## src/rtl/core_settings.svh

```systemverilog
`ifndef CORE_SETTINGS_SVH
`define CORE_SETTINGS_SVH

////////////////////////////////////////
// architectural constants of the core
////////////////////////////////////////

// data path and address width
`define CORE_XLEN 64

// architectural registers, zero register included
`define CORE_REG_COUNT 32

// index that always reads zero, writes to it are dropped
`define CORE_ZERO_REG 31

// first fetch address out of reset
`define CORE_RESET_PC 64'h0

`endif

```

## src/rtl/core_pkg.sv

```systemverilog
`include "core_settings.svh"

package core_pkg;

	////////////////////////////////////////
	// instruction set
	////////////////////////////////////////

	// register index, 5 bits for 32 registers
	typedef logic [$clog2(`CORE_REG_COUNT)-1:0] reg_addr_t;

	// opcode field is word[31:26]
	// rd word[25:21], ra word[20:16], rb word[15:11], imm word[15:0]
	// rb overlaps the top of imm, only register forms read it
	typedef enum logic [5:0] {
		op_nop  = 6'd0,
		op_add  = 6'd1,
		op_sub  = 6'd2,
		op_and  = 6'd3,
		op_or   = 6'd4,
		op_xor  = 6'd5,
		op_addi = 6'd6,
		op_lui  = 6'd7
	} opcode_e;

	// alu function, alu_nop marks a slot that produces nothing
	typedef enum logic [2:0] {
		alu_nop,
		alu_add,    // also used by addi with use_imm set
		alu_sub,
		alu_and,
		alu_or,
		alu_xor,
		alu_lui
	} alu_op_e;

	////////////////////////////////////////
	// stage bundles
	////////////////////////////////////////

	typedef struct packed {
		logic                  valid;
		logic [`CORE_XLEN-1:0] pc;
		logic [31:0]           word;   // raw instruction
	} fetch_slot_t;

	typedef fetch_slot_t [1:0] fetch_bundle_t;   // [0] is the older slot

	typedef struct packed {
		logic                  valid;
		logic [`CORE_XLEN-1:0] pc;
		alu_op_e               alu_op;
		reg_addr_t             rd;
		reg_addr_t             ra;
		reg_addr_t             rb;
		logic                  use_imm;   // operand b is the sign extended imm
		logic [15:0]           imm;
	} issue_slot_t;

	typedef issue_slot_t [1:0] issue_bundle_t;

	typedef struct packed {
		logic                  valid;
		logic [`CORE_XLEN-1:0] pc;
		reg_addr_t             rd;
		logic [`CORE_XLEN-1:0] value;
	} exec_result_t;

	// registered architectural view of a finished instruction
	typedef struct packed {
		logic                  valid;
		logic [`CORE_XLEN-1:0] pc;
		reg_addr_t             rd;
		logic [`CORE_XLEN-1:0] value;
	} retire_t;

endpackage

```

## src/rtl/fetch_stage.sv

```systemverilog
`timescale 1ns/1ps

`include "core_settings.svh"

module fetch_stage (
	input  logic                    clock,
	input  logic                    reset,
	input  logic [1:0]              issue_count,   // slots taken by decode this cycle
	input  logic [`CORE_XLEN-1:0]   imem_data,     // two 32-bit slots
	input  logic                    imem_valid,
	output logic [`CORE_XLEN-1:0]   imem_addr,
	output core_pkg::fetch_bundle_t fetch
);

	logic [`CORE_XLEN-1:0] pc;        // address of the oldest unissued instruction
	logic [`CORE_XLEN-1:0] next_pc;
	logic [`CORE_XLEN-1:0] pc_step;   // 0, 4 or 8 bytes

	////////////////////////////////////////
	// memory address and slot extraction
	////////////////////////////////////////

	// memory returns one aligned doubleword
	assign imem_addr = {pc[`CORE_XLEN-1:3], 3'b000};

	// slot0 starts wherever the pc points inside the doubleword
	assign fetch[0].valid = imem_valid;
	assign fetch[0].pc    = pc;
	assign fetch[0].word  = pc[2] ? imem_data[63:32] : imem_data[31:0];

	// second slot only exists when pc sits in the low half
	assign fetch[1].valid = imem_valid & ~pc[2];
	assign fetch[1].pc    = pc + `CORE_XLEN'(4);
	assign fetch[1].word  = imem_data[63:32];

	////////////////////////////////////////
	// pc update
	////////////////////////////////////////

	assign pc_step = {{(`CORE_XLEN-4){1'b0}}, issue_count, 2'b00};   // four bytes per slot
	assign next_pc = pc + pc_step;   // count of 0 holds the pc

	always_ff @(posedge clock)
	begin
		if (reset)
			pc <= `CORE_RESET_PC;
		else
			pc <= next_pc;
	end

	////////////////////////////////////////
	// checks
	////////////////////////////////////////

	// pc only ever moves by whole instructions
	pc_aligned: assert property (@(posedge clock) disable iff (reset)
		pc[1:0] == 2'b00)
		else $error("fetch_stage: misaligned pc %h", pc);

	// decode never takes more than fetch offered
	count_in_range: assert property (@(posedge clock) disable iff (reset)
		issue_count <= {1'b0, fetch[0].valid} + {1'b0, fetch[1].valid})
		else $error("fetch_stage: issue_count %0d beyond valid slots", issue_count);

endmodule

```

## config.mk

```make
export PLATFORM = sky130hd
export DESIGN_NAME = fetch_stage
export DESIGN_NICKNAME = d
export VERILOG_FILES = /design/src/rtl/core_pkg.sv /design/src/rtl/fetch_stage.sv
export VERILOG_INCLUDE_DIRS = /design/src /design/src/rtl
export SDC_FILE = /design/constraint.sdc
export NUM_CORES = 1
export LEC_CHECK = 0
export BUFFER_PORTS_ARGS = -buffer_cell sky130_fd_sc_hd__clkbuf_2
export CAP_MARGIN = 20
export CORE_ASPECT_RATIO = 0.6
export CORE_MARGIN = 2
export CORE_UTILIZATION = 35
export CTS_BUF_LIST = sky130_fd_sc_hd__clkbuf_4 sky130_fd_sc_hd__clkbuf_8
export CTS_CLUSTER_SIZE = 20
export DETAILED_ROUTE_END_ITERATION = 10
export MAX_ROUTING_LAYER = met4
export PLACE_DENSITY = 0.65
export SETUP_SLACK_MARGIN = 0.2
export SYNTH_ARGS = -nofsm -noshare
export SYNTH_HDL_FRONTEND = slang
export SYNTH_SLANG_ARGS = --single-unit
```

## constraint.sdc

```tcl
create_clock -name clock -period 5.7 [get_ports clock]
set_input_delay 1.14 -clock clock [delete_from_list [all_inputs] [get_ports clock]]
set_output_delay 1.14 -clock clock [all_outputs]
set_load 0.1 [all_outputs]
```

## After elaboration in Yosys (flattened, before gate mapping)

Cells that the tools add are included.

- Bits of input ports: 69
- Register bits: 64
- Word-level logic and storage cells: 6
- Output and inout bits: 258

- Add/sub/neg operators: 2
- Bitwise operators: 2
- Mux-type cells: 1

Operator list:

| operator | count |
|---|---|
| 64-bit by 3-bit adder with 64-bit output (second input constant) | 1 |
| 64-bit by 4-bit adder with 64-bit output | 1 |
| 32-bit two-way mux | 1 |
| 1-bit AND | 1 |
| 1-bit inverter | 1 |

## Logic depth before layout (Yosys ltp)

- Depth after elaboration: 2
- Mapped depth: 9
- Mapped depth without buffers: 8

## Worst setup path before layout

OpenSTA, ideal clock, no wires.

- Path kind: register -> output
- From: register pc[2]
- To: output fetch[188] in the netlist's numbering
- Slack: 0.656 ns
- Cell stages (with the launch flop): 7
- Data arrival time: 3.904 ns
- Required time: 4.560 ns
- Buffers on the path: 1
- Path through: dfxtp_1 > buf_2 > nand3_1 > nor4_2 > and4_1 > nand4_1 > xnor2_1

RTL lines:

| item | line | text |
|---|---|---|
| start: declaration | fetch_stage.sv:15 | `` logic [`CORE_XLEN-1:0] pc; `` |
| start signal: assignment | fetch_stage.sv:46 | `` pc <= `CORE_RESET_PC; `` |
| start signal: assignment | fetch_stage.sv:48 | `pc <= next_pc;` |
| end: declaration | fetch_stage.sv:12 | `output core_pkg::fetch_bundle_t fetch` |

==> flow_metrics.tcl <==
set metrics [dict create \
    avgSynthCellArea_sq_um 7.81 \
    report.final.setup_viol 0 \
    ys_ff_latch 62 \
    sw_frac_of_total 0.480 \
    die_y_microns 99.7 \
    drt-pass1-iter-count 5 \
    powerDensity_nw_per_um2 200 \
    critPathCaptureType "primary output" \
    power.leakage_nw 3.02 \
    p_clk_frac 0.262 \
    vias 5753 \
    setup-tns-final_ps 0 \
    slowest_delay_ps 600 \
    gp_congestion 0.945 \
    final_max_slew_viol_count 0 \
    reg_top3 "pc (62)" \
    grt_usage 0.256 \
    power.share.sequential 0.345 \
    reg2reg_depth 9 \
    clock-sinks 62 \
    dr.max_layer_used "met4" \
    area_growth_pct 20.6 \
    startpoint_type "flop" \
    arrival_ps 3300 \
    fin_ws_ps 1260 \
    ios 327 \
    synth_top_cell_by_area "dfxtp_1" \
    final_antenna_net_count 0 \
    drive_above_1_share 0.439 \
    floorplan.rows 34 \
    finalCriticalPeriod_ps 4440 \
    root_buffer "clkbuf_8" \
    synthCells 685 \
    largest_reg_flops 62 \
    yosys.area_share.simple 0.298 \
    instances_no_fill 1088 \
    synth-compound-area-share 0.0597 \
    die_area_sq_um 16300 \
    fin_crit_sh 0.779 \
    grt_pass1_vias 4986 \
    pwr-share-comb 0.394 \
    ys_seq_area_frac 0.232 \
    clkLatencyLatePin_ps 360 \
    path_buf_inv 1 \
    worstMarginPinSlew_ps 933 \
    grt_overflow 0 \
    finalHoldViolCount 0 \
    die_x_microns 164 \
    grt_pass1_wl_microns 30400 \
    dr_wl_met2_microns 8510 \
    crit_family "simple AND/OR/NAND/NOR gates" \
    drv_cap 0 \
    relSlewSlack 0.375 \
    postCtsSetupRepairBufs 0 \
    post_cts_resized 0 \
    seq_area_sq_um 1240 \
    dp.cells 1071 \
    fillers 1576 \
    cts_max_level 3 \
    wl_per_cell_microns 19.4 \
    cellInternalPower_uw 670 \
    hold_ws_ps 540 \
    synth_edf_count 0 \
    async_reset_ff_frac 0 \
    multi_input_area_sq_um 3140 \
    synthXorXnorAreaFrac 0.146 \
    wl_met1_microns 10100 \
    clkTransAtPathRegs_ps 70 \
    status "finished, final reports clean" \
    cts_max_path_buffers 2 \
    placed_area_sq_um 6290 \
    cp.depth 7 \
    skew_ps 11.0 \
    dp_hpwl_microns 16900 \
    fin_util 0.438 \
    initial_core_util 0.363 \
    synth_common_cells "108 x buf_4, 72 x nor2_1, 62 x dfxtp_1, 53 x xor2_1, 41 x nand4_1" \
    cp_max_fo 8 \
    regToRegEndpoint "pc[52]" \
    worstReg2RegStart "pc[2]" \
    synth_cell_types 44 \
    p_sw_uw 619 \
    final_nets 957 \
    drtIter0Drc 584 \
    stdcell_area_sq_um 6450 \
    synth_top_family_by_area "simple AND/OR/NAND/NOR gates" \
    cts_buffers 9 \
    synth_mux_area_frac 0.0674 \
    yosysMostFrequentCell "buf_4" \
    wl_microns 21100 \
    synth_area_sq_um 5350 \
    place_ws_ps 1670 \
    vias_per_cell 5.29 \
    core_sq_um 14700 \
    regMostFlops "pc" \
    slowest_stage "nor4_4" \
    antenna_found_initial 2 \
    crit_chain "ha_1, nand2_1, nor4_4, nand3_1, nor2_1, xor2_1, clkbuf_2" \
    crit_start "pc[3]" \
    worstSetupPathType "reg -> out" \
    finalPower_mw 1.29 \
    holdBufCountCts 0 \
    vdd_ir_drop_max_mv 0.136 \
    cp-endpoint "fetch[163]" \
    synth_adder_area_share 0.0108 \
    reg2reg_slack_ps 2030 \
    yosysTopAreaCellShare 0.232 \
    ys.flop_type "dfxtp_1" \
    grt_max_degree 38 \
    critical_path_required_ps 4560 \
    hp-class "reg -> reg" \
    ys_warn_count 0 \
    numPortBuffers 319 \
    drc 0 \
    fmax_ghz 0.225 \
    dr_wl_met3_microns 2390 \
    synthTopCellsByArea "dfxtp_1 23%, buf_4 15%, xor2_1 8.7%" \
    rsz0062_at_grt "false" \
    cts_tree "yes" \
]
worst reg2reg max path, stage by stage (launching register included):
cell,delay [ps]
dfxtp_1,390
buf_4,440
ha_1,270
inv_1,60
fa_1,370
nor2b_1,290
nor4b_4,830
nand3_2,330
or4_1,470
a21oi_1,150
power groups by stage:
| stage | sequential (mW) | combinational (mW) | clock, mW |
|---|---|---|---|
| after floorplan | 0.472 | 0.431 | 0 |
| after global placement | 0.454 | 0.505 | 0 |
| after detailed placement | 0.454 | 0.506 | 0 |
| after CTS | 0.444 | 0.507 | 0.342 |
| after global routing | 0.445 | 0.520 | 0.358 |
| final | 0.444 | 0.508 | 0.338 |
routing by layer:
layer / GRT usage / vias to the layer above
met5: - / -
met4: 0.0405 / 0
li1: - / 2672
met2: 0.346 / 351
met1: 0.368 / 2712
met3: 0.0892 / 18
cell type report:
class,instances,area share
antenna,2,0.000776
clock buffer,10,0.0204
clock inverter,5,0.00427
inverter,9,0.00524
multi-input combinational,479,0.486
sequential,62,0.192
tap,198,0.0384
timing repair buffer,323,0.252
placed cells by master (no fill, tap or decap), types with 5 or more instances in the layout:
cell type,n
a21oi_1,28
and4_1,7
clkbuf_2,319
clkbuf_8,9
conb_1,7
dfxtp_1,62
inv_1,9
mux2_2,32
nand2_1,38
nand3_1,34
nand4_1,41
nor2_1,72
nor2b_1,5
nor3_1,20
nor4_1,11
o21ai_0,22
o31ai_1,7
or3_1,22
or4_1,8
xnor2_1,36
xor2_1,53
worst min-delay path by stage:
stage          slack (ps)    from     end  cells past startpoint
2_1_floorplan         960  pc[60]  pc[60]                      2
3_5_place_dp          530  pc[63]  pc[63]                      2
5_1_grt               560  pc[54]  pc[54]                      2
4_1_cts               540  pc[63]  pc[63]                      2
6_report              540  pc[54]  pc[54]                      2
3_3_place_gp          520  pc[63]  pc[63]                      2
cell families after synthesis:
group,Yosys count
AOI/OAI and AO/OA,59
xor gates and xnor gates,89
adders and majority gates,4
buffers and inverters,150
DFF,62
muxes,32
other,1
and+or+nand+nor,288
Power figures use the tool's default switching activity.
