--- src/rtl/core_settings.svh ---
`ifndef CORE_SETTINGS_SVH
`define CORE_SETTINGS_SVH

////////////////////////////////////////
// architectural constants of the core
////////////////////////////////////////

// data path and address width
`define CORE_XLEN 64

// architectural registers, zero register included
`define CORE_REG_COUNT 32

// index that always reads zero, writes to it are dropped
`define CORE_ZERO_REG 31

// first fetch address out of reset
`define CORE_RESET_PC 64'h0

`endif

--- src/rtl/core_pkg.sv ---
`include "core_settings.svh"

package core_pkg;

	////////////////////////////////////////
	// instruction set
	////////////////////////////////////////

	// register index, 5 bits for 32 registers
	typedef logic [$clog2(`CORE_REG_COUNT)-1:0] reg_addr_t;

	// opcode field is word[31:26]
	// rd word[25:21], ra word[20:16], rb word[15:11], imm word[15:0]
	// rb overlaps the top of imm, only register forms read it
	typedef enum logic [5:0] {
		op_nop  = 6'd0,
		op_add  = 6'd1,
		op_sub  = 6'd2,
		op_and  = 6'd3,
		op_or   = 6'd4,
		op_xor  = 6'd5,
		op_addi = 6'd6,
		op_lui  = 6'd7
	} opcode_e;

	// alu function, alu_nop marks a slot that produces nothing
	typedef enum logic [2:0] {
		alu_nop,
		alu_add,    // also used by addi with use_imm set
		alu_sub,
		alu_and,
		alu_or,
		alu_xor,
		alu_lui
	} alu_op_e;

	////////////////////////////////////////
	// stage bundles
	////////////////////////////////////////

	typedef struct packed {
		logic                  valid;
		logic [`CORE_XLEN-1:0] pc;
		logic [31:0]           word;   // raw instruction
	} fetch_slot_t;

	typedef fetch_slot_t [1:0] fetch_bundle_t;   // [0] is the older slot

	typedef struct packed {
		logic                  valid;
		logic [`CORE_XLEN-1:0] pc;
		alu_op_e               alu_op;
		reg_addr_t             rd;
		reg_addr_t             ra;
		reg_addr_t             rb;
		logic                  use_imm;   // operand b is the sign extended imm
		logic [15:0]           imm;
	} issue_slot_t;

	typedef issue_slot_t [1:0] issue_bundle_t;

	typedef struct packed {
		logic                  valid;
		logic [`CORE_XLEN-1:0] pc;
		reg_addr_t             rd;
		logic [`CORE_XLEN-1:0] value;
	} exec_result_t;

	// registered architectural view of a finished instruction
	typedef struct packed {
		logic                  valid;
		logic [`CORE_XLEN-1:0] pc;
		reg_addr_t             rd;
		logic [`CORE_XLEN-1:0] value;
	} retire_t;

endpackage

--- src/rtl/inst_decode.sv ---
`timescale 1ns/1ps

`include "core_settings.svh"

module inst_decode (
	input  logic                    clock,
	input  logic                    reset,
	input  core_pkg::fetch_bundle_t fetch,
	output logic [1:0]              issue_count,   // back to fetch, same cycle
	output core_pkg::issue_bundle_t issue
);

	import core_pkg::*;

	localparam reg_addr_t zero_reg = reg_addr_t'(`CORE_ZERO_REG);

	issue_bundle_t decoded;      // both slots decoded, before the issue decision
	issue_bundle_t issue_next;
	logic          raw_hazard;   // slot1 reads what slot0 writes
	logic          waw_hazard;   // both slots write the same register

	// opcode to alu function and operand selection
	function automatic issue_slot_t decode_slot(input fetch_slot_t slot);
		issue_slot_t d;
		opcode_e     op;

		op        = opcode_e'(slot.word[31:26]);
		d.valid   = slot.valid;
		d.pc      = slot.pc;
		d.rd      = slot.word[25:21];
		d.ra      = slot.word[20:16];
		d.rb      = slot.word[15:11];
		d.imm     = slot.word[15:0];
		d.use_imm = 1'b0;
		d.alu_op  = alu_nop;
		case (op)
			op_add: d.alu_op = alu_add;
			op_sub: d.alu_op = alu_sub;
			op_and: d.alu_op = alu_and;
			op_or:  d.alu_op = alu_or;
			op_xor: d.alu_op = alu_xor;
			op_addi:
			begin
				d.alu_op  = alu_add;
				d.use_imm = 1'b1;
			end
			op_lui:
			begin
				d.alu_op  = alu_lui;
				d.use_imm = 1'b1;
				d.ra      = zero_reg;   // no register source
			end
			default:
			begin
				// nop and undefined opcodes touch no register
				d.rd = zero_reg;
				d.ra = zero_reg;
				d.rb = zero_reg;
			end
		endcase
		return d;
	endfunction

	assign decoded[0] = decode_slot(fetch[0]);
	assign decoded[1] = decode_slot(fetch[1]);

	////////////////////////////////////////
	// issue decision
	////////////////////////////////////////

	// rb only matters for the register forms
	assign raw_hazard = (decoded[0].rd != zero_reg)
		&& ((decoded[1].ra == decoded[0].rd)
		|| (!decoded[1].use_imm && (decoded[1].rb == decoded[0].rd)));

	assign waw_hazard = (decoded[0].rd != zero_reg) && (decoded[1].rd == decoded[0].rd);

	always_comb
	begin
		if (!decoded[0].valid)
			issue_count = 2'd0;   // memory stall
		else if (!decoded[1].valid || raw_hazard || waw_hazard)
			issue_count = 2'd1;   // slot1 waits for the next cycle
		else
			issue_count = 2'd2;
	end

	always_comb
	begin
		issue_next          = decoded;
		issue_next[0].valid = (issue_count != 2'd0);
		issue_next[1].valid = (issue_count == 2'd2);   // held slot goes down as a bubble
	end

	always_ff @(posedge clock)
	begin
		if (reset)
		begin
			issue[0].valid <= 1'b0;
			issue[1].valid <= 1'b0;
		end
		else
			issue <= issue_next;
	end

	// younger slot never issues without the older one
	slot_order: assert property (@(posedge clock) disable iff (reset)
		issue[1].valid |-> issue[0].valid)
		else $error("inst_decode: slot1 issued without slot0");

endmodule

--- config.mk ---
export PLATFORM = sky130hd
export DESIGN_NAME = inst_decode
export DESIGN_NICKNAME = d
export VERILOG_FILES = /design/src/rtl/core_pkg.sv /design/src/rtl/inst_decode.sv
export VERILOG_INCLUDE_DIRS = /design/src /design/src/rtl
export SDC_FILE = /design/constraint.sdc
export NUM_CORES = 1
export LEC_CHECK = 0
export BUFFER_PORTS_ARGS = -buffer_cell sky130_fd_sc_hd__buf_2
export CORE_AREA = 2 2 153 155
export DETAILED_ROUTE_END_ITERATION = 12
export DIE_AREA = 0 0 155 157
export PLACE_DENSITY = 0.6
export SLEW_MARGIN = 20
export SYNTH_ARGS = -nofsm -noshare
export SYNTH_HDL_FRONTEND = slang
export SYNTH_SLANG_ARGS = --single-unit
--- constraint.sdc ---
create_clock -name clock -period 6.2 [get_ports clock]
set_clock_uncertainty 0.2 [all_clocks]
set_input_delay 0.93 -clock clock [delete_from_list [all_inputs] [get_ports clock]]
set_output_delay 0.93 -clock clock [all_outputs]
set_load 0.02 [all_outputs]
### After elaboration in Yosys (flattened, before gate mapping)

Cells that the tools add are included.

* register bits after elaboration: 200
* input port bits: 196
* output and inout bits: 202

* eq/ne operators: 19
* mux-type cells: 10
* reductions and logical operators: 17

Operators with widths (number)
* $eq 6x3->1 const B: 8
* $pmux 3 s6: 2
* $eq 6x2->1 const B: 4
* $mux 5: 4
* $eq 5x5->1: 3
* $reduce_or 7->1: 2
* $eq 6x1->1 const B: 2
* $reduce_or 6->1: 2
* $reduce_or 2->1: 4
* $ne 5x5->1 const B: 1
* $mux 2: 2
* $logic_and 1x1->1: 3
* $logic_or 1x1->1: 3
* $eq 2x2->1 const B: 1
* $logic_not 1->1: 2
* $mux 1: 2
* $reduce_bool 2->1: 1

### Longest topological paths before layout

Gate-level depths: netlist of the first run.

* word-level depth: 12
* gate-level depth with buffers: 9
* mapped depth without buffers: 7

### Least setup slack after synthesis of the first run

No wires, ideal clock.

* path type: input to register
* start: input port reset
* end: register issue[0] in the netlist's numbering (enable)
* setup time: 0.549 ns
* data arrival time: 4.746 ns
* required time: 5.451 ns
* setup slack: 0.705 ns
* cell stages on the path: 1
* path buffers: 0
* cell sequence: inv_1

RTL lines
* start: declaration: line inst_decode.sv:7 `input logic reset,`
* end signal: assignment: line inst_decode.sv:103 `issue <= issue_next;`
* end: declaration: line inst_decode.sv:10 `output core_pkg::issue_bundle_t issue`

No word-level cell between the ends.

==> results.cfg, run 1 <==
[status]
status = finished clean

[routing]
wire_per_inst_um = 18.3
avgViaCountPerCell = 4.35
firstDrtPassIters = 4
dr_wl_met2_mm = 9.79
vias = 4533
finalWirelength_mm = 19.1
routed.top_layer = met5
wl_met3_mm = 1.72
wl_met1_mm = 7.39
ant_nets = 0
drt_iter0_drc = 249
drc = 0

[global_routing]
grt_max_degree = 110
grt_pass1_vias = 4432
grt.overflow.total = 0
grt_pass1_wl_mm = 26.5
gr-usage-all-layers_pct = 14.7
antenna_found_initial = 4

[worst_setup_path]
cp_slowest_stage_delay_ps = 590
cpMaxStageDelayCell = or3_1
critPathArrivalTime_ps = 3220
crit_chain = buf_2 -> or3_1 -> or3_4 -> or2_1 -> xnor2_1 -> o32ai_2 -> o211a_1 -> buf_2
critPathCaptureType = output pin
worst_path_most_repeated_cell = buf_2
cp-start-kind = primary input
path_class = in2out
cp_num_buf_inv = 2
critical_path_required_ps = 5070
cpLargestDelayFamily = simple AND/OR/NAND/NOR gates
cp_max_fo = 17

[synth]
synth.distinct_cells = 34
synthArstFlopShare_pct = 0
ys.flop_type = edfxtp_1
yosys-top-cells-area = edfxtp_1 88%, or3_1 1.6%, or2_2 0.83%, nor2_1 0.72%, nor3_1 0.67%
ys_ff_latch = 200
syn_area_per_cell_um2 = 20.2
ys.warnings.count = 0
syn_inst = 335
synth_area_um2 = 6770
yosys.area.top_type = edfxtp_1
synth_edf_count = 198
synth_nets = 531
synth_top_area_share_pct = 87.8
synth-seq-area-share_pct = 88.4

[sta]
worstMarginPinSlew_ps = 839
slew-limit-headroom_pct = 44.0
clock.fmax_ghz = 0.230
finalCritPeriodShare_pct = 70.2
setup_tns_ps = 0
drv_slew = 0
setup_viol = 0
rsz0062_at_grt = no
timing.final.ws_setup_ps = 1850
hold_slack_ps = 474
final.min_clock_period_ps = 4350
hold_viol_final = 0

[layout]
reg_top3 = issue: 200 flops
nFillCells = 2086
nNetsFinal = 940
largest_register_ffs = 200
fin_cells = 1043
final_area_um2 = 9700
final_util_pct = 43.1
regMostFlops = issue
area_delta_synth_final_pct = 43.3
drive_gt1_share_pct = 58.5

[clocking]
cts_tree = done
cts_resized = 0
cts.path.max_buffers = 2
clockRootBuffer = clkbuf_16
clock_sinks = 200
hold_buffers = 0
post_cts_buffers = 0
cts_buffers = 17
clkTransAtPathRegs_ps = 80
htreeDepth = 4

[floorplan]
initial_utilization_pct = 30.1
ios = 398
core_area_um2 = 22500
chipHeight_um = 157
row_count = 55
die_w_um = 155
die-area_um2 = 24300

[placed_design]
dp_hpwl_mm = 14.4
gp_congestion = 0.830
pre_cts_ws_ps = 1840
numPortBuffers = 397
placed_area_um2 = 9090
dp.cells = 1010

[power]
cellPowerDensity_nw_per_um2 = 322
ir_drop_uv = 156
p_leak_nw = 4.07
power_mw = 3.13

[worst_hold_path]
hp-class = in2reg

[run]
drv_cap = 0
==> routing by layer <==
| layer | up-vias | GRT usage (%) |
|---|---|---|
| met5 | - | 0 |
| met4 | 2 | 3.84 |
| met3 | 11 | 5.73 |
| met2 | 211 | 25.5 |
| met1 | 2187 | 17.0 |
| li1 | 2122 | - |
==> synthesized netlist by cell type (2+ instances only) <==
master and n:
nor2_1 13, or2_2 9, dfxtp_1 2, edfxtp_1 198, nor3_1 9, or3_1 17, inv_1 11, xor2_1 4
a22oi_1 2, nor2b_1 3, o211ai_1 2, nand3_1 3, nor4bb_1 2, nand2_1 12, o21ai_0 6, xnor2_1 4
o32a_1 2, o31a_1 2, clkbuf_1 6, a21oi_1 8, a31oi_1 4, nor4_1 2, o41ai_1 2, a22o_1 2
==> report_power, final <==
group | internal, mW | leakage (nW) | switching (mW)
logic | 0.124 | 1.81 | 0.249
registers | 1.60 | 1.96 | 0.0246
clock network | 0.582 | 0.292 | 0.553
total | 2.30 | 4.07 | 0.826
==> layout make-up <==
type                    instances  area, um^2  share of cell area [%]
well taps                     285         357                    3.67
diodes                          1        2.50                  0.0258
multi-input cells             115         704                    7.26
clock inverters                15         179                    1.84
flip-flops and latches        200        5990                    61.7
clock buffers                  17         425                    4.38
repair buffers                399        2000                    20.6
inverters                      11        48.8                   0.503
==> kinds of logic after synthesis <==
family                 after synthesis  synth area share, %
AO/OA/AOI/OAI                       33                 3.40
XOR/XNOR                             8                 1.03
buffers and inverters               20                 1.29
flip-flops                         200                 88.4
AND/OR/NAND/NOR                     74                 5.89
==> cell usage in the layout (no fill, tap or decap), types with 3 or more instances in the layout <==
cell       instances
or3_1             17
a31oi_1            4
clkinv_8           3
inv_8              5
xnor2_1            4
inv_6              4
nand2_1           12
nand3_1            3
o21ai_0            6
xor2_1             4
or2_2              9
a21oi_1            8
nor2b_1            3
buf_2            397
clkbuf_16         17
inv_1             10
edfxtp_1         198
nor3_1             8
nor2_1            13
==> worst paths after layout <==
path | endpoint | start | cells past startpoint | slack (ps)
max | issue_count[0] | fetch[126] | 8 | 1850
min | issue[6]$_DFFE_PN_ | fetch[6] | 1 | 470
(Power assumes the default switching activity.)
==> inputs of run 2 (changes only) <==
- clock period: 6.2 -> 4.1 ns (I/O delays scaled with it)
==> run 2 against run 1 <==
Via count increased by 0.57%; cell area increased by 0.10%; first-iteration DRC count decreased by 16%; wire length increased by 0.35%; largest power group unchanged; power increased by 48%.
==> results.cfg, run 2 (synthesized netlist as in run 1, its figures left out) <==
[status]
status = finished clean

[floorplan]
ios = 398
chipHeight_um = 157
row_count = 55
initial_utilization_pct = 30.1
die-area_um2 = 24300
die_w_um = 155
core_area_um2 = 22500

[clocking]
cts_resized = 0
cts.path.max_buffers = 2
htreeDepth = 4
clkTransAtPathRegs_ps = 80
clockRootBuffer = clkbuf_16
hold_buffers = 0
clock_sinks = 200
cts_tree = done
post_cts_buffers = 0
cts_buffers = 17

[sta]
rsz0062_at_grt = no
setup_tns_ps = 0
final.min_clock_period_ps = 3590
hold_viol_final = 0
clock.fmax_ghz = 0.279
worstMarginPinSlew_ps = 822
slew-limit-headroom_pct = 45.1
hold_slack_ps = 156
drv_slew = 0
finalCritPeriodShare_pct = 87.5
setup_viol = 0

[routing]
wire_per_inst_um = 18.2
drt_iter0_drc = 208
vias = 4559
finalWirelength_mm = 19.1
ant_nets = 0
drc = 0
firstDrtPassIters = 4
avgViaCountPerCell = 4.35

[power]
p_leak_nw = 4.08
cellPowerDensity_nw_per_um2 = 478
power_mw = 4.64
ir_drop_uv = 218

[layout]
nNetsFinal = 945
final-seq-area_um2 = 5990
fin_cells = 1048
layout_commonest_cell = buf_2
largest_register_ffs = 200
final_util_pct = 43.2
mostFrequentLayoutCells = 397 x buf_2, 198 x edfxtp_1, 17 x or3_1, 17 x clkbuf_16, 13 x nor2_1
multiInputGateArea_um2 = 699
nFillCells = 2139
area_delta_synth_final_pct = 43.4
reg_top3 = issue: 200 flops
drive_gt1_share_pct = 58.5
regMostFlops = issue

[worst_setup_path]
path_class = in2out
critPathCaptureType = output pin
cp_slowest_stage_delay_ps = 460
crit_chain = buf_2 -> or3_1 -> buf_4 -> or3_1 -> a22o_1 -> o31a_1 -> o21ai_0 -> o211a_1 -> buf_2
cp-start-kind = primary input
cpMaxStageDelayCell = or3_1
critPathArrivalTime_ps = 2770
cp_max_fo = 12
critical_path_required_ps = 3280

[global_routing]
grt_pass1_wl_mm = 27.0
gr-usage-all-layers_pct = 15.0
grt_max_degree = 70
antenna_found_initial = 1
grt.overflow.total = 0
grt_pass1_vias = 4590

[placed_design]
dp_hpwl_mm = 14.6
dp.cells = 1015
numPortBuffers = 397
gp_congestion = 0.779

[run]
drv_cap = 0

[worst_hold_path]
hp-class = in2reg
[run 2: final cells by class]
type,instances,share of cell area (%)
inverter,11,0.464
clock inverter,13,1.31
tap,285,3.67
multi-input combinational,115,7.20
timing repair buffer,404,21.3
sequential,200,61.6
antenna,1,0.0258
clock buffer,19,4.46
[run 2: critical path, delay by kind of cell]
family	cells	cell delay (ps)
buffers and inverters	3	450
AO/OA/AOI/OAI	4	860
AND/OR/NAND/NOR	2	840
[run 2: worst paths after layout]
kind,to,slack [ps],from,depth (start not counted)
setup / recovery,issue_count[0],510,fetch[126],9
hold / removal,issue[38]$_DFFE_PN_,160,fetch[35],1
[run 2: metal layers]
layer / part of all wire (%) / vias to the layer above / GRT usage (%)
met1: 38 / 2180 / 17.1
met2: 52 / 231 / 26.4
li1: - / 2137 / -
met5: 0 / - / 0
met3: 8.9 / 11 / 5.75
met4: 0.81 / 0 / 4.10
[run 2: where the power goes]
group	internal [mW]	switching (mW)	total, mW
combinational	0.192	0.375	0.568
sequential	2.42	0.0402	2.46
clock	0.812	0.805	1.62
total	3.42	1.22	4.64
[run 2: metrics by stage]
step	setup slack, ps	area, um^2
after floorplan	7.18	6780
after global placement	547	9150
after detailed placement	525	9150
after CTS	522	9710
after global routing	402	9710
final	511	9710
==> inputs of run 3 (changes only) <==
- CELL_PAD_IN_SITES_DETAIL_PLACEMENT: default -> 0
- CELL_PAD_IN_SITES_GLOBAL_PLACEMENT: default -> 1
- CORE_AREA: 2 2 153 155 -> default
- CORE_ASPECT_RATIO: default -> 0.6
- CORE_MARGIN: default -> 2
- CORE_UTILIZATION: default -> 34
- DIE_AREA: 0 0 155 157 -> default
- PLACE_DENSITY: 0.6 -> 0.8
==> run 3 against run 2 <==
Sequential share of layout area about the same; power increased by 1.1%; clock power increased by 2%; global-route usage increased by 3.5 points; maximum frequency increased by 0.94%; count of clock-buffer cells in the layout decreased by 1; via count increased by 1.5%; cell area about the same; worst hold slack got worse by 9.8 ps.
==> results.cfg, run 3 (synthesized netlist as in run 1, its figures left out) <==
[sta]
slew-limit-headroom_pct = 60.9
worstMarginPinSlew_ps = 586
finalCritPeriodShare_pct = 86.7
rsz0062_at_grt = no
final.min_clock_period_ps = 3560
setup_viol = 0
setup_tns_ps = 0
hold_slack_ps = 146
clock.fmax_ghz = 0.281
drv_slew = 0
hold_viol_final = 0

[power]
cellPowerDensity_nw_per_um2 = 483
p_leak_nw = 4.08
p_comb_share_pct = 12.3
power_report.internal_total_mw = 3.47
power_mw = 4.69
ir_drop_uv = 291
clkPwrFrac_pct = 35.5
seqPwrFrac_pct = 52.3
power_switching_mw = 1.22
switching_share_pct = 25.9

[layout]
final-seq-area_um2 = 5990
multiInputGateArea_um2 = 699
reg_top3 = issue: 200 flops
mostFrequentLayoutCells = 397 x buf_2, 198 x edfxtp_1, 17 x or3_1, 17 x clkbuf_16, 13 x nor2_1
nFillCells = 1669
largest_register_ffs = 200
area_delta_synth_final_pct = 43.4
regMostFlops = issue
fin_cells = 1030
drive_gt1_share_pct = 58.6
layout_commonest_cell = buf_2
nNetsFinal = 944
final_area_um2 = 9710

[routing]
drt_iter0_drc = 274
vias = 4627
drc = 0
ant_nets = 0
avgViaCountPerCell = 4.49
firstDrtPassIters = 4
wire_per_inst_um = 19.6
finalWirelength_mm = 20.2

[worst_setup_path]
critPathArrivalTime_ps = 2740
cp-start-kind = primary input
critical_path_required_ps = 3280
critPathCaptureType = output pin
cp_slowest_stage_delay_ps = 480
path_class = in2out
cp_max_fo = 9
worst_path_most_repeated_cell = buf_2
cpMaxStageDelayCell = nor3_1
crit_chain = buf_2 -> nor3_1 -> nand2_1 -> nor2_1 -> xnor2_1 -> o32ai_2 -> o211a_1 -> buf_2

[status]
status = finished clean

[worst_hold_path]
hold-path-endpoint = issue[95]$_DFFE_PN_
hold_depth = 1
hp-start = fetch[92]
hp-class = in2reg

[global_routing]
grt_max_degree = 100
gr-usage-all-layers_pct = 18.5
grt_pass1_vias = 4392
antenna_found_initial = 6
grt_pass1_wl_mm = 27.9
grt.overflow.total = 0

[floorplan]
chipHeight_um = 113
die-area_um2 = 21100
row_count = 39
die_w_um = 186
core_area_um2 = 19300
ios = 398
initial_utilization_pct = 35.1

[clocking]
htreeDepth = 4
post_cts_buffers = 0
cts_buffers = 17
clockRootBuffer = clkbuf_16
cts_tree = done
clkTransAtPathRegs_ps = 80
hold_buffers = 0
clock_sinks = 200
cts.path.max_buffers = 2
cts_resized = 0

[run]
drv_cap = 0

[placed_design]
placed_area_um2 = 9120
numPortBuffers = 397
dp.cells = 995
gp_congestion = 0.791
dp_hpwl_mm = 15.5
[run 3: changes by cell type in the layout (fill, tap and decap cells not counted), sizes merged]
cell      previous run  this run
diode                1         3
buf                404       403
bufinv               0         1
clkbuf              19        18
clkinvlp             1         2
inv                 19        18
[run 3: power by group through the flow]
stage	combinational, mW	clock, mW	sequential [mW]
3_5_place_dp	0.583	0	2.50
3_3_place_gp	0.576	0	2.49
4_1_cts	0.584	1.71	2.45
6_report	0.576	1.66	2.45
5_1_grt	0.610	1.79	2.46
2_1_floorplan	0.0755	0	2.72
[run 3: metrics by stage]
step / utilization, % / setup slack (ps)
after floorplan: - / 7.18
after global placement: 47.3 / 593
after detailed placement: 47.3 / 562
after CTS: 50.4 / 517
after global routing: 50.4 / 393
final: 50.4 / 544
[run 3: area by class of cell]
class                   count  share of cell area [%]
multi-input cells         115                    7.20
clock buffers              18                    4.42
diodes                      3                  0.0773
repair buffers            403                    21.2
flip-flops and latches    200                    61.6
well taps                 266                    3.43
clock inverters            14                    1.61
inverters                  11                   0.464
[run 3: how the worst max path moves through the flow]
stage	from	to	cells after the start
3_3_place_gp	fetch[126]	issue_count[0]	9
3_5_place_dp	fetch[126]	issue_count[0]	8
4_1_cts	fetch[29]	issue_count[0]	8
6_report	fetch[29]	issue_count[0]	8
2_1_floorplan	reset	issue[0]$_DFFE_PN_	1
5_1_grt	fetch[29]	issue_count[0]	8
[run 3: routing by layer]
layer  vias to the layer above  share of wire (%)  GRT usage, %
met5                         -               0.20             0
met4                         6                2.0          7.40
met3                        34                 11          7.95
met2                       204                 48          29.2
met1                      2243                 39          22.4
li1                       2140                  -             -
[run 3: critical path: cells and delay by family]
kind	cells	cell delay (ps)
AND/OR/NAND/NOR	3	1140
AO/OA/AOI/OAI	2	580
buffers and inverters	2	260
XOR/XNOR	1	140
