$ cat src/rtl/core_settings.svh
`ifndef CORE_SETTINGS_SVH
`define CORE_SETTINGS_SVH

////////////////////////////////////////
// architectural constants of the core
////////////////////////////////////////

// data path and address width
`define CORE_XLEN 64

// architectural registers, zero register included
`define CORE_REG_COUNT 32

// index that always reads zero, writes to it are dropped
`define CORE_ZERO_REG 31

// first fetch address out of reset
`define CORE_RESET_PC 64'h0

`endif

$ cat src/rtl/core_pkg.sv
`include "core_settings.svh"

package core_pkg;

	////////////////////////////////////////
	// instruction set
	////////////////////////////////////////

	// register index, 5 bits for 32 registers
	typedef logic [$clog2(`CORE_REG_COUNT)-1:0] reg_addr_t;

	// opcode field is word[31:26]
	// rd word[25:21], ra word[20:16], rb word[15:11], imm word[15:0]
	// rb overlaps the top of imm, only register forms read it
	typedef enum logic [5:0] {
		op_nop  = 6'd0,
		op_add  = 6'd1,
		op_sub  = 6'd2,
		op_and  = 6'd3,
		op_or   = 6'd4,
		op_xor  = 6'd5,
		op_addi = 6'd6,
		op_lui  = 6'd7
	} opcode_e;

	// alu function, alu_nop marks a slot that produces nothing
	typedef enum logic [2:0] {
		alu_nop,
		alu_add,    // also used by addi with use_imm set
		alu_sub,
		alu_and,
		alu_or,
		alu_xor,
		alu_lui
	} alu_op_e;

	////////////////////////////////////////
	// stage bundles
	////////////////////////////////////////

	typedef struct packed {
		logic                  valid;
		logic [`CORE_XLEN-1:0] pc;
		logic [31:0]           word;   // raw instruction
	} fetch_slot_t;

	typedef fetch_slot_t [1:0] fetch_bundle_t;   // [0] is the older slot

	typedef struct packed {
		logic                  valid;
		logic [`CORE_XLEN-1:0] pc;
		alu_op_e               alu_op;
		reg_addr_t             rd;
		reg_addr_t             ra;
		reg_addr_t             rb;
		logic                  use_imm;   // operand b is the sign extended imm
		logic [15:0]           imm;
	} issue_slot_t;

	typedef issue_slot_t [1:0] issue_bundle_t;

	typedef struct packed {
		logic                  valid;
		logic [`CORE_XLEN-1:0] pc;
		reg_addr_t             rd;
		logic [`CORE_XLEN-1:0] value;
	} exec_result_t;

	// registered architectural view of a finished instruction
	typedef struct packed {
		logic                  valid;
		logic [`CORE_XLEN-1:0] pc;
		reg_addr_t             rd;
		logic [`CORE_XLEN-1:0] value;
	} retire_t;

endpackage

$ cat src/rtl/alu_execute.sv
`timescale 1ns/1ps

`include "core_settings.svh"

module alu_execute (
	input  core_pkg::issue_bundle_t          issue,
	output core_pkg::reg_addr_t [3:0]        read_addr,   // ra0, rb0, ra1, rb1
	input  logic [3:0][`CORE_XLEN-1:0]       read_data,
	output core_pkg::exec_result_t [1:0]     result
);

	import core_pkg::*;

	logic [1:0][`CORE_XLEN-1:0] op_a;
	logic [1:0][`CORE_XLEN-1:0] op_b;
	logic [1:0][`CORE_XLEN-1:0] imm_ext;   // sign extended immediate
	logic [1:0][`CORE_XLEN-1:0] alu_out;

	////////////////////////////////////////
	// register file reads
	////////////////////////////////////////

	assign read_addr[0] = issue[0].ra;
	assign read_addr[1] = issue[0].rb;
	assign read_addr[2] = issue[1].ra;
	assign read_addr[3] = issue[1].rb;

	////////////////////////////////////////
	// one alu per slot
	////////////////////////////////////////

	always_comb
	begin
		for (int s = 0; s < 2; s++)
		begin
			imm_ext[s] = {{(`CORE_XLEN-16){issue[s].imm[15]}}, issue[s].imm};
			op_a[s]    = read_data[2*s];
			op_b[s]    = issue[s].use_imm ? imm_ext[s] : read_data[2*s+1];   // addi takes imm

			case (issue[s].alu_op)
				alu_add: alu_out[s] = op_a[s] + op_b[s];
				alu_sub: alu_out[s] = op_a[s] - op_b[s];
				alu_and: alu_out[s] = op_a[s] & op_b[s];
				alu_or:  alu_out[s] = op_a[s] | op_b[s];
				alu_xor: alu_out[s] = op_a[s] ^ op_b[s];
				alu_lui: alu_out[s] = imm_ext[s] << 16;   // upper immediate, still sign extended
				default: alu_out[s] = '0;                 // nop
			endcase

			// nops consume the slot but produce nothing
			result[s].valid = issue[s].valid && (issue[s].alu_op != alu_nop);
			result[s].pc    = issue[s].pc;
			result[s].rd    = issue[s].rd;
			result[s].value = alu_out[s];
		end
	end

endmodule

$ cat config.mk
export PLATFORM = sky130hd
export DESIGN_NAME = alu_execute
export DESIGN_NICKNAME = d
export VERILOG_FILES = /design/src/rtl/core_pkg.sv /design/src/rtl/alu_execute.sv
export VERILOG_INCLUDE_DIRS = /design/src /design/src/rtl
export SDC_FILE = /design/constraint.sdc
export NUM_CORES = 1
export LEC_CHECK = 0
export ABC_CLOCK_PERIOD_IN_PS = 18400
export BUFFER_PORTS_ARGS = -buffer_cell sky130_fd_sc_hd__buf_2
export CORE_AREA = 2 2 288 290
export DETAILED_ROUTE_END_ITERATION = 8
export DIE_AREA = 0 0 290 292
export PLACE_DENSITY = 0.53
export SLEW_MARGIN = 10
export SYNTH_ARGS = -nofsm -noshare
export SYNTH_HDL_FRONTEND = slang
export SYNTH_SLANG_ARGS = --single-unit
$ cat constraint.sdc
create_clock -name vclk -period 18.4
set_input_delay 3.68 -clock vclk [all_inputs]
set_output_delay 3.68 -clock vclk [all_outputs]
set_load 0.1 [all_outputs]
# ---- After elaboration in Yosys (flattened, before gate mapping)
# Index checks and enable logic that the tools add are counted.
dict set report word_totals {
  regBits 0
  input_bits 456
}
dict set report op_classes {
  add_sub_neg 4
  n_eq_ne 12
  n_mux 4
  n_bitwise 6
  reduce_logical 4
}
# operator n
set ops {}
lappend ops {{$pmux 64 s6} 2}
lappend ops {{$add 64x64->64} 2}
lappend ops {{$and 64x64->64} 2}
lappend ops {{$mux 64} 2}
lappend ops {{$or 64x64->64} 2}
lappend ops {{$sub 64x64->64} 2}
lappend ops {{$xor 64x64->64} 2}
lappend ops {{$eq 3x3->1 const B} 6}
lappend ops {{$eq 3x2->1 const B} 4}
lappend ops {{$eq 3x1->1 const B} 2}
lappend ops {{$reduce_bool 3->1} 2}
lappend ops {{$logic_and 1x1->1} 2}

# ---- Longest topological paths before layout
# Gate-level depths: netlist of run 1.
dict set report logic_depth {
  word_depth 3
  mapped_depth 32
  ltp_nobuf 25
}

# ---- Worst setup path before layout of run 1
# No wires, ideal clock.
dict set report synth_path {
  kind {input-to-output}
  startpoint {input port issue[116] (netlist name)}
  endpoint {output port result[193] (netlist name)}
  arrival_time_ns 11.801
  t_required_ns 14.720
  setup_slack_ns 2.919
  path_stages 29
  path_cell_list {buf_4 > buf_6 > buf_2 > clkbuf_1 > clkbuf_1 > clkbuf_1 > buf_1 > mux2i_1 > ha_1 > nand2_1 > nor4_1 > and3_1 > and3_1 > nor2b_1 > buf_2 > a21oi_1 > xnor2_1 > ha_1 > a21o_1 > and4_1 > o2111ai_1 > nand3b_1 > a2111oi_0 > a21oi_1 > a21oi_1 > o21ai_1 > a221o_1 > xnor2_1 > o21ai_0}
}
# element line
set synth_rtl {}
lappend synth_rtl {{start, declared} alu_execute.sv:6} ;# input core_pkg::issue_bundle_t issue,
lappend synth_rtl {{end, declared} alu_execute.sv:9} ;# output core_pkg::exec_result_t [1:0] result

==> results of run 1 <==
cells by family (layout without fill, tap and decap cells):
group / Yosys count / count (layout) / synth area share (%)
multiplexers: 35 / 35 / 1.721
other: 0 / 1 / 0
AO/OA/AOI/OAI: 1008 / 1008 / 30.77
adder cells (fa/ha/maj): 388 / 388 / 23.92
AND/OR/NAND/NOR: 820 / 820 / 18.52
buffers and inverters: 623 / 753 / 14.58
XOR/XNOR: 244 / 244 / 10.50
metal layers:
layer,GRT usage [%],share of wire [%],vias up
met5,0.1702,0.11,-
met4,7.050,3.7,16
met3,4.118,8.0,163
met2,32.77,45,985
met1,26.21,43,10930
li1,-,-,11080
power by group through the flow:
stage	clock (W)	combinational, W	sequential [W]
2_1_floorplan	0	0.00109	0
3_3_place_gp	0	0.00123	0
3_5_place_dp	0	0.00123	0
4_1_cts	0	0.00124	0
5_1_grt	0	0.00133	0
6_report	0.00000000000729	0.00124	0
cell usage in the layout (no fill, tap or decap), types with 8 or more instances in the layout:
cell	n
a211oi_1	41
a21o_1	58
a21oi_1	333
a221oi_1	20
a22oi_1	50
a31oi_1	30
and2_1	11
and3_1	20
buf_2	428
buf_4	28
ha_1	386
inv_1	296
mux2i_1	35
nand2_1	277
nand2b_1	20
nand3_1	36
nand4_1	29
nor2_1	260
nor2b_1	24
nor3_1	57
nor4_1	20
o2111ai_1	44
o211ai_1	43
o21a_1	13
o21ai_0	237
o21ai_1	11
o21bai_1	21
o221ai_1	19
o22ai_1	13
o31ai_1	20
or2_2	8
or3_1	11
xnor2_1	188
xor2_1	56
layout make-up:
| type | instances | area, sq um | share of cell area, % |
|---|---|---|---|
| antenna | 1 | 2.502 | 0.01125 |
| multi-input combinational | 2495 | 17440 | 78.39 |
| tap | 1070 | 1339 | 6.018 |
| timing repair buffer | 456 | 2352 | 10.57 |
| inverter | 297 | 1115 | 5.011 |
worst max-delay path by stage:
| stage | start | endpoint | depth (start not counted) |
|---|---|---|---|
| after global placement | issue[116] | result[192] | 24 |
| after CTS | issue[116] | result[197] | 24 |
| after detailed placement | issue[116] | result[192] | 24 |
| after floorplan | issue[116] | result[193] | 29 |
| after global routing | issue[116] | result[192] | 24 |
| final | issue[116] | result[192] | 24 |
per-stage QoR:
step	worst slack [ns]	util (%)	hold slack, ns	cells
2_1_floorplan	2.919	-	7.572	3118
3_3_place_gp	4.171	27.27	7.361	4318
3_5_place_dp	3.991	27.27	7.361	4318
4_1_cts	3.986	27.27	7.361	4318
5_1_grt	3.290	27.27	7.360	4318
6_report	3.715	27.27	7.360	4319
==> summary.txt, run 1 <==
Final wirelength: 90920 um
Post-route ant nets: 0
Core ar.: 0.08158 sq mm
GP Congestion: 0.9402
Max-cap violations: 0
Drt drc: 0
Setup_tns: 0 ns
Mean Syn Cell Area: 6.530 sq um
Vias: 23170
Internal Power: 0.0003354 W
Postcts setup bufs: 0
Cell Area, Synth: 0.02036 sq mm
Largest cells by area after synthesis: ha_1 24%, a21oi_1 8.2%, xnor2_1 8.1%
Fin crit share: 79.81%
Worst VDD drop: 0.05023 mV
Ys Warns: 0
Initial Util: 24.96%
Sequential cell count: 0
Switching power: 0.0009091 W
Post-synth top cells: 386 x ha_1, 333 x a21oi_1, 296 x inv_1
Setup crit start kind: input port
Grt total ovfl: 0
Fmax: 68.10 MHz
RSZ-0062 raised after global routing: false
Slowest library cell on the worst path: buf_4
Die height: 292 um
Die Footprint: 0.08468 sq mm
Number of global-route vias before repair: 22180
Combinational share of power: 100.0%
Crit path time final: 14.69 ns
Drt pass-1 iters: 6
Synth top area share: 23.72%
Clock Buffer Count: 0
Layout Nets: 4094
Outcome: complete, no violations
Port bufs: 428
Sequential Power Share: 0%
Drt first-iter violations: 1795
Final-report hold violation count: 0
DP Area: 0.02225 sq mm
CP Class: in2out
Crit end category: output port
Vias per cell: 5.365
Switching share of power: 73.05%
Hold Path Sink: read_addr[4]
Hold Buf Count CTS: 0
I/O Pins: 744
Overall Power: 0.001245 W
Drt wl/cell: 21.05 um
Hpwl dp: 75270 um
Mapped Cells: 3118
Critical Path RT: 14.72 ns
GRT Util Overall: 20.12%
Hold Path Class: in2out
Initial antenna violation count: 12
Final setup fails: 0
First-pass GRT wire length: 135600 um
Ratio of cells with drive above 1 in the final layout: 15.36%
Final instance area: 0.02225 sq mm
Crit-path cells: buf_2, buf_4, mux2i_1, inv_1, nor4_1, and3_1, and3_1, nor2b_1, nor2_1, xnor2_1, ha_1, nand2_1, nor3_1, nand3_1, a211oi_1, o31ai_1, o21ai_1, a211oi_1, nor3_1, a21oi_1, o21ai_0, xnor2_1, o21ai_0, buf_2
DIE WIDTH: 290 um
Area Overhead vs Synth: 9.260%
Most numerous cell in the Yosys netlist: ha_1
Slew Viols, Final: 0
Total nets after synthesis: 3962
Critical Path Fanout Max: 62
Largest net degree at the start of global routing: 63
Worst slew margin: 26.06%
Seq/Total Area, Yosys: 0%
Clock share of power: 0%
# resized after CTS: 0
Fillers: 9219
WP data arrival: 11.01 ns
CP delay by family, top: simple AND/OR/NAND/NOR gates
Post-synth cell types: 82
CP Buf/Inv Count: 4
Register area: 0 sq um
Power per cell area: 55.94 mW/mm^2
Cell taking the most area after synthesis: ha_1
Leak pwr: 10.78 nW
Slowest stage delay, CP: 0.62 ns
Site Rows: 105
Hold Path Cell Cnt: 0
Hold Crit Start: issue[26]
Slew @ Worst Pin: 1.109 ns
No activity file was read; power rests on OpenSTA's default activity.
==> run 2, diff against run 1 <==
ABC_AREA = 1   (was not set)
ABC_CLOCK_PERIOD_IN_PS = 12400   (was 18400)
CORE_AREA = 2 2 293 295   (was 2 2 288 290)
DIE_AREA = 0 0 295 297   (was 0 0 290 292)
PLACE_DENSITY = 0.59   (was 0.53)
clock period = 12.4 ns   (was 18.4 ns; I/O delays follow)
==> run 2 against run 1 <==
  * Final cell count up 39%
  * Setup slack worse by 2.4 ns
  * Non-clock buffer count down 8
  * Via count up 37%
  * Sequential cell count unchanged
  * Routed wire length up 57%
  * Critical endpoint is now result[169]
  * Largest cell class unchanged
  * Highest routed layer unchanged
==> summary.txt, run 2 <==
Drt pass-1 iters: 6
Final-report hold violation count: 0
Switching share of power: 77.70%
Crit end category: output port
Largest cells by area after synthesis: nand2_1 22%, ha_1 20%, inv_1 11%
Cell Area, Synth: 0.02466 sq mm
Leak pwr: 15.06 nW
Initial Util: 29.20%
# resized after CTS: 0
DIE WIDTH: 295 um
Site Rows: 107
Seq/Total Area, Yosys: 0%
Hold Buf Count CTS: 0
Vias: 31820
Max-cap violations: 0
Total nets after synthesis: 5515
Final core utilization: 31.66%
Power per cell area: 75.91 mW/mm^2
First-pass GRT wire length: 200100 um
Overall Power: 0.002030 W
Drt wl/cell: 23.78 um
Mapped Cells: 4671
Post-route setup slack: 1.279 ns
Crit path time final: 11.12 ns
Largest net degree at the start of global routing: 72
Clock Buffer Count: 0
Switching power: 0.001578 W
Hold Path Cell Cnt: 0
Number of global-route vias before repair: 29260
Post-synth top cells: 1470 x nand2_1, 741 x inv_1, 499 x nor2_1
Vias per cell: 5.299
Drt drc: 0
Critical Path Fanout Max: 48
Fin crit share: 89.69%
Combinational share of power: 100.0%
Core ar.: 0.08448 sq mm
Sequential Power Share: 0%
Drt first-iter violations: 3343
Ys Warns: 0
Hold Path Class: in2out
Mean Syn Cell Area: 5.280 sq um
Post-route ant nets: 0
I/O Pins: 744
Clock share of power: 0%
Sequential cell count: 0
GRT Util Overall: 30.97%
Worst slew margin: 34.23%
Leading cell type in the layout, fill and taps excluded: nand2_1
WP data arrival: 8.64 ns
Die height: 297 um
RSZ-0062 raised after global routing: false
Most frequent cells in the layout: 1470 x nand2_1, 739 x inv_1, 497 x nor2_1
Postcts setup bufs: 0
Ratio of cells with drive above 1 in the final layout: 11.63%
Area Overhead vs Synth: 8.441%
Layout Nets: 5704
Post-synth cell types: 51
Setup crit start kind: input port
Die Footprint: 0.08762 sq mm
Hpwl dp: 125200 um
Internal Power: 0.0004527 W
Pre-CTS setup slack: 1.532 ns
Register area: 0 sq um
Slew @ Worst Pin: 0.9805 ns
Outcome: complete, no violations
Final setup fails: 0
Final wirelength: 142800 um
Grt total ovfl: 0
Worst VDD drop: 0.06879 mV
GP Congestion: 1.075
CP Class: in2out
Port bufs: 428
Setup_tns: 0 ns
Synth top area share: 22.37%
Cell taking the most area after synthesis: nand2_1
Slew Viols, Final: 0
Fmax: 89.92 MHz
Most numerous cell in the Yosys netlist: nand2_1
Hold slack: 4.960 ns
Initial antenna violation count: 7
Critical Path RT: 9.92 ns
==> run 2: cell count changes after synthesis, moves of 40 or more <==
cell      previous run  this run
a221oi_1            20        60
nand2_1            277      1470
xnor2_1            188         7
inv_1              296       741
clkbuf_1           134        61
xor2_1              56       106
nor2_1             264       499
a21oi_1            333       220
a21o_1              58         4
nand3_1             36       280
a22oi_1             50         0
==> run 2: worst paths after layout <==
| path | start | to |
|---|---|---|
| max | issue[116] | result[169] |
| min | issue[91] | result[125] |
==> run 2: metal layers <==
metal / global-route usage, % / routed length, um / share of wire, % / vias up
met4: 15.10 / 8434 / 5.9 / 8
met2: 50.17 / 63200 / 44 / 1636
met1: 40.05 / 58830 / 41 / 14760
met5: 0 / 50 / 0.035 / -
li1: - / - / - / 15080
met3: 4.334 / 12300 / 8.6 / 340
==> run 2: cell type report <==
| class | count | area, sq um |
|---|---|---|
| antenna | 3 | 7.507 |
| fill | 9992 | 57730 |
| inverter | 758 | 2848 |
| multi-input combinational | 3652 | 20170 |
| tap | 1144 | 1431 |
| timing repair buffer | 448 | 2292 |
==> run 2: through the flow <==
step                      cell area [sq um]  std cells
final                                 26750       6005
after floorplan                       24660       4671
after CTS                             26740       6002
after global routing                  26740       6004
after global placement                26740       6002
after detailed placement              26740       6002
==> run 2: critical path: stages <==
cell and delay (ns):
buf_2 0.27, inv_2 0.70, nand2_1 0.11, nand2_1 0.33, nand2_1 0.09, nor2_1 0.13
nand2_1 0.13, nor2_4 0.21, nand2_2 0.13, o21ai_2 0.24, o21a_1 0.29, xor2_1 0.43
ha_1 0.32, nand2_1 0.14, nor2_1 0.18, inv_1 0.13, nor2_1 0.27, inv_1 0.18
nor3_1 0.58, nand4_1 0.30, nand3b_1 0.26, nor2_1 0.06, o21ai_0 0.17, buf_2 0.45
==> run 2: power groups by stage <==
stage                     logic [W]  clock network [W]  registers (W)
after floorplan             0.00162                  0              0
after detailed placement    0.00199                  0              0
after CTS                   0.00199                  0              0
final                       0.00203    0.0000000000326              0
after global routing        0.00215    0.0000000000216              0
after global placement      0.00199                  0              0
==> run 2: cell families (layout without fill, tap and decap cells) <==
logic type / Yosys count / in the layout / synth area share (%)
and+or+nand+nor: 2465 / 2465 / 41.49
buffers and inverters: 1019 / 1206 / 18.34
AOI/OAI and AO/OA: 686 / 686 / 16.42
adders and majority gates: 388 / 388 / 19.74
xor gates and xnor gates: 113 / 113 / 4.013
other: 0 / 3 / 0
==> run 3, diff against run 2 <==
BUFFER_PORTS_ARGS = not set   (was -buffer_cell sky130_fd_sc_hd__buf_2)
CORE_AREA = 2 2 290 292   (was 2 2 293 295)
DIE_AREA = 0 0 292 294   (was 0 0 295 297)
DONT_BUFFER_PORTS = 1   (was not set)
MAX_ROUTING_LAYER = met4   (was not set)
PLACE_DENSITY = 0.52   (was 0.59)
==> run 3 against run 2 <==
  * Final cell count fell by 7.5%
  * Combinational power fell by 7%
  * Power fell by 7.3%
  * Cell area fell by 5.5%
  * Die area fell by 2.0%
  * Via count fell by 8.1%
  * Hold slack did not move
  * Setup slack improved by 0.14 ns
  * First-iteration DRC count fell by 22%
  * Global-route usage fell by 2.5 points
  * Non-clock buffer count fell by 404
==> summary.txt, run 3 (synthesis gave the netlist of run 2 again) <==
Final wirelength: 124700 um
Critical Path Fanout Max: 30
Final setup fails: 0
RSZ-0062 raised after global routing: false
WP depth: 21
Fillers: 9680
Worst slew margin: 11.93%
Critical Path RT: 9.92 ns
Final-report hold violation count: 0
First-pass GRT wire length: 178500 um
Outcome: complete, no violations
Post-route setup slack: 1.420 ns
Multi-input gate area: 0.02042 sq mm
Setup_tns: 0 ns
Initial Util: 29.76%
Worst VDD drop: 0.04525 mV
CP Capture Point: result[172]
Combinational share of power: 100.0%
Site Rows: 106
Postcts setup bufs: 0
Drt pass-1 iters: 6
DIE WIDTH: 292 um
Area Overhead vs Synth: 2.506%
CP delay by family, top: simple AND/OR/NAND/NOR gates
Core ar.: 0.08289 sq mm
Slowest stage delay, CP: 0.86 ns
Placed cell count: 5534
Sequential cell count: 0
Final core utilization: 30.50%
Crit-path cells: nand2_2, buf_4, nand2_1, nor2_1, nand2_1, nor2_1, nand2_1, nor3_1, xor2_1, nand2_1, o21ai_0, ha_1, nand2_1, nor2_1, nand2_1, inv_1, a21oi_1, nand3_1, nand2_1, nand2_1, o21ai_2
CP Buf/Inv Count: 2
Setup crit start kind: input port
Port bufs: 0
WP data arrival: 8.50 ns
Fin crit share: 88.55%
Overall Power: 0.001882 W
Number of global-route vias before repair: 27230
Die Footprint: 0.08585 sq mm
CP Launch Point: issue[116]
Internal Power: 0.0004295 W
Sequential Power Share: 0%
Slew @ Worst Pin: 1.317 ns
Largest net degree at the start of global routing: 72
Hpwl dp: 108800 um
Vias per cell: 5.262
Drt first-iter violations: 2623
Fmax: 91.07 MHz
GRT Util Overall: 28.47%
Slowest library cell on the worst path: o21ai_2
Pre-CTS setup slack: 1.872 ns
CP Class: in2out
Die height: 294 um
Crit path top cell by count: nand2_1
Crit end category: output port
Hold Buf Count CTS: 0
Slew Viols, Final: 0
Clock Buffer Count: 0
Drt drc: 0
Ratio of cells with drive above 1 in the final layout: 4.648%
GP Congestion: 1.087
Leading cell type in the layout, fill and taps excluded: nand2_1
Leak pwr: 13.65 nW
Crit path time final: 10.98 ns
Post-route ant nets: 0
Vias: 29230
# resized after CTS: 0
Switching power: 0.001453 W
Initial antenna violation count: 22
Layout Nets: 5300
Register area: 0 sq um
Most frequent cells in the layout: 1470 x nand2_1, 739 x inv_1, 497 x nor2_1
I/O Pins: 744
Hold Path Class: in2out
Max-cap violations: 0
Switching share of power: 77.18%
Power per cell area: 74.46 mW/mm^2
Grt total ovfl: 0
Layout Cells excl Fill: 5555
Clock share of power: 0%
Drt wl/cell: 22.45 um
-- run 3: how the worst min path moves through the flow --
stage          slack (ns)            end  cells past startpoint  startpoint
5_1_grt              4.96    result[215]                      0  issue[147]
3_3_place_gp         4.96  read_addr[10]                      0  issue[122]
6_report             4.96    result[105]                      0   issue[71]
3_5_place_dp         4.96  read_addr[10]                      0  issue[122]
2_1_floorplan        5.17   read_addr[0]                      1   issue[22]
4_1_cts              4.96  read_addr[10]                      0  issue[122]
-- run 3: metrics by stage --
step | area (sq um) | hold WS (ns)
after floorplan | 24660 | 5.172
after global placement | 25220 | 4.961
after detailed placement | 25230 | 4.961
after CTS | 25230 | 4.961
after global routing | 25280 | 4.960
final | 25280 | 4.960
-- run 3: cell type report --
type	count	area share, %
Tap cell	1080	5.345
Multi-Input combinational cell	3652	80.78
Antenna cell	21	0.2078
Inverter	758	11.26
Timing Repair Buffer	44	2.405
-- run 3: power groups by stage --
stage | clock network, W | registers (W) | logic [W]
CTS | 0 | 0 | 0.00186
global placement | 0 | 0 | 0.00184
detailed placement | 0 | 0 | 0.00185
floorplan | 0 | 0 | 0.00162
global route | 0.000000000227 | 0 | 0.00201
finish | 0.000000000229 | 0 | 0.00188
-- run 3: routing by layer --
metal / vias up / part of all wire, % / global-route usage [%]
met2: 1327 / 45 / 45.61
met1: 13270 / 39 / 32.25
met3: 303 / 11 / 8.497
met4: 0 / 6.0 / 14.18
met5: - / 0 / -
li1: 14330 / - / -
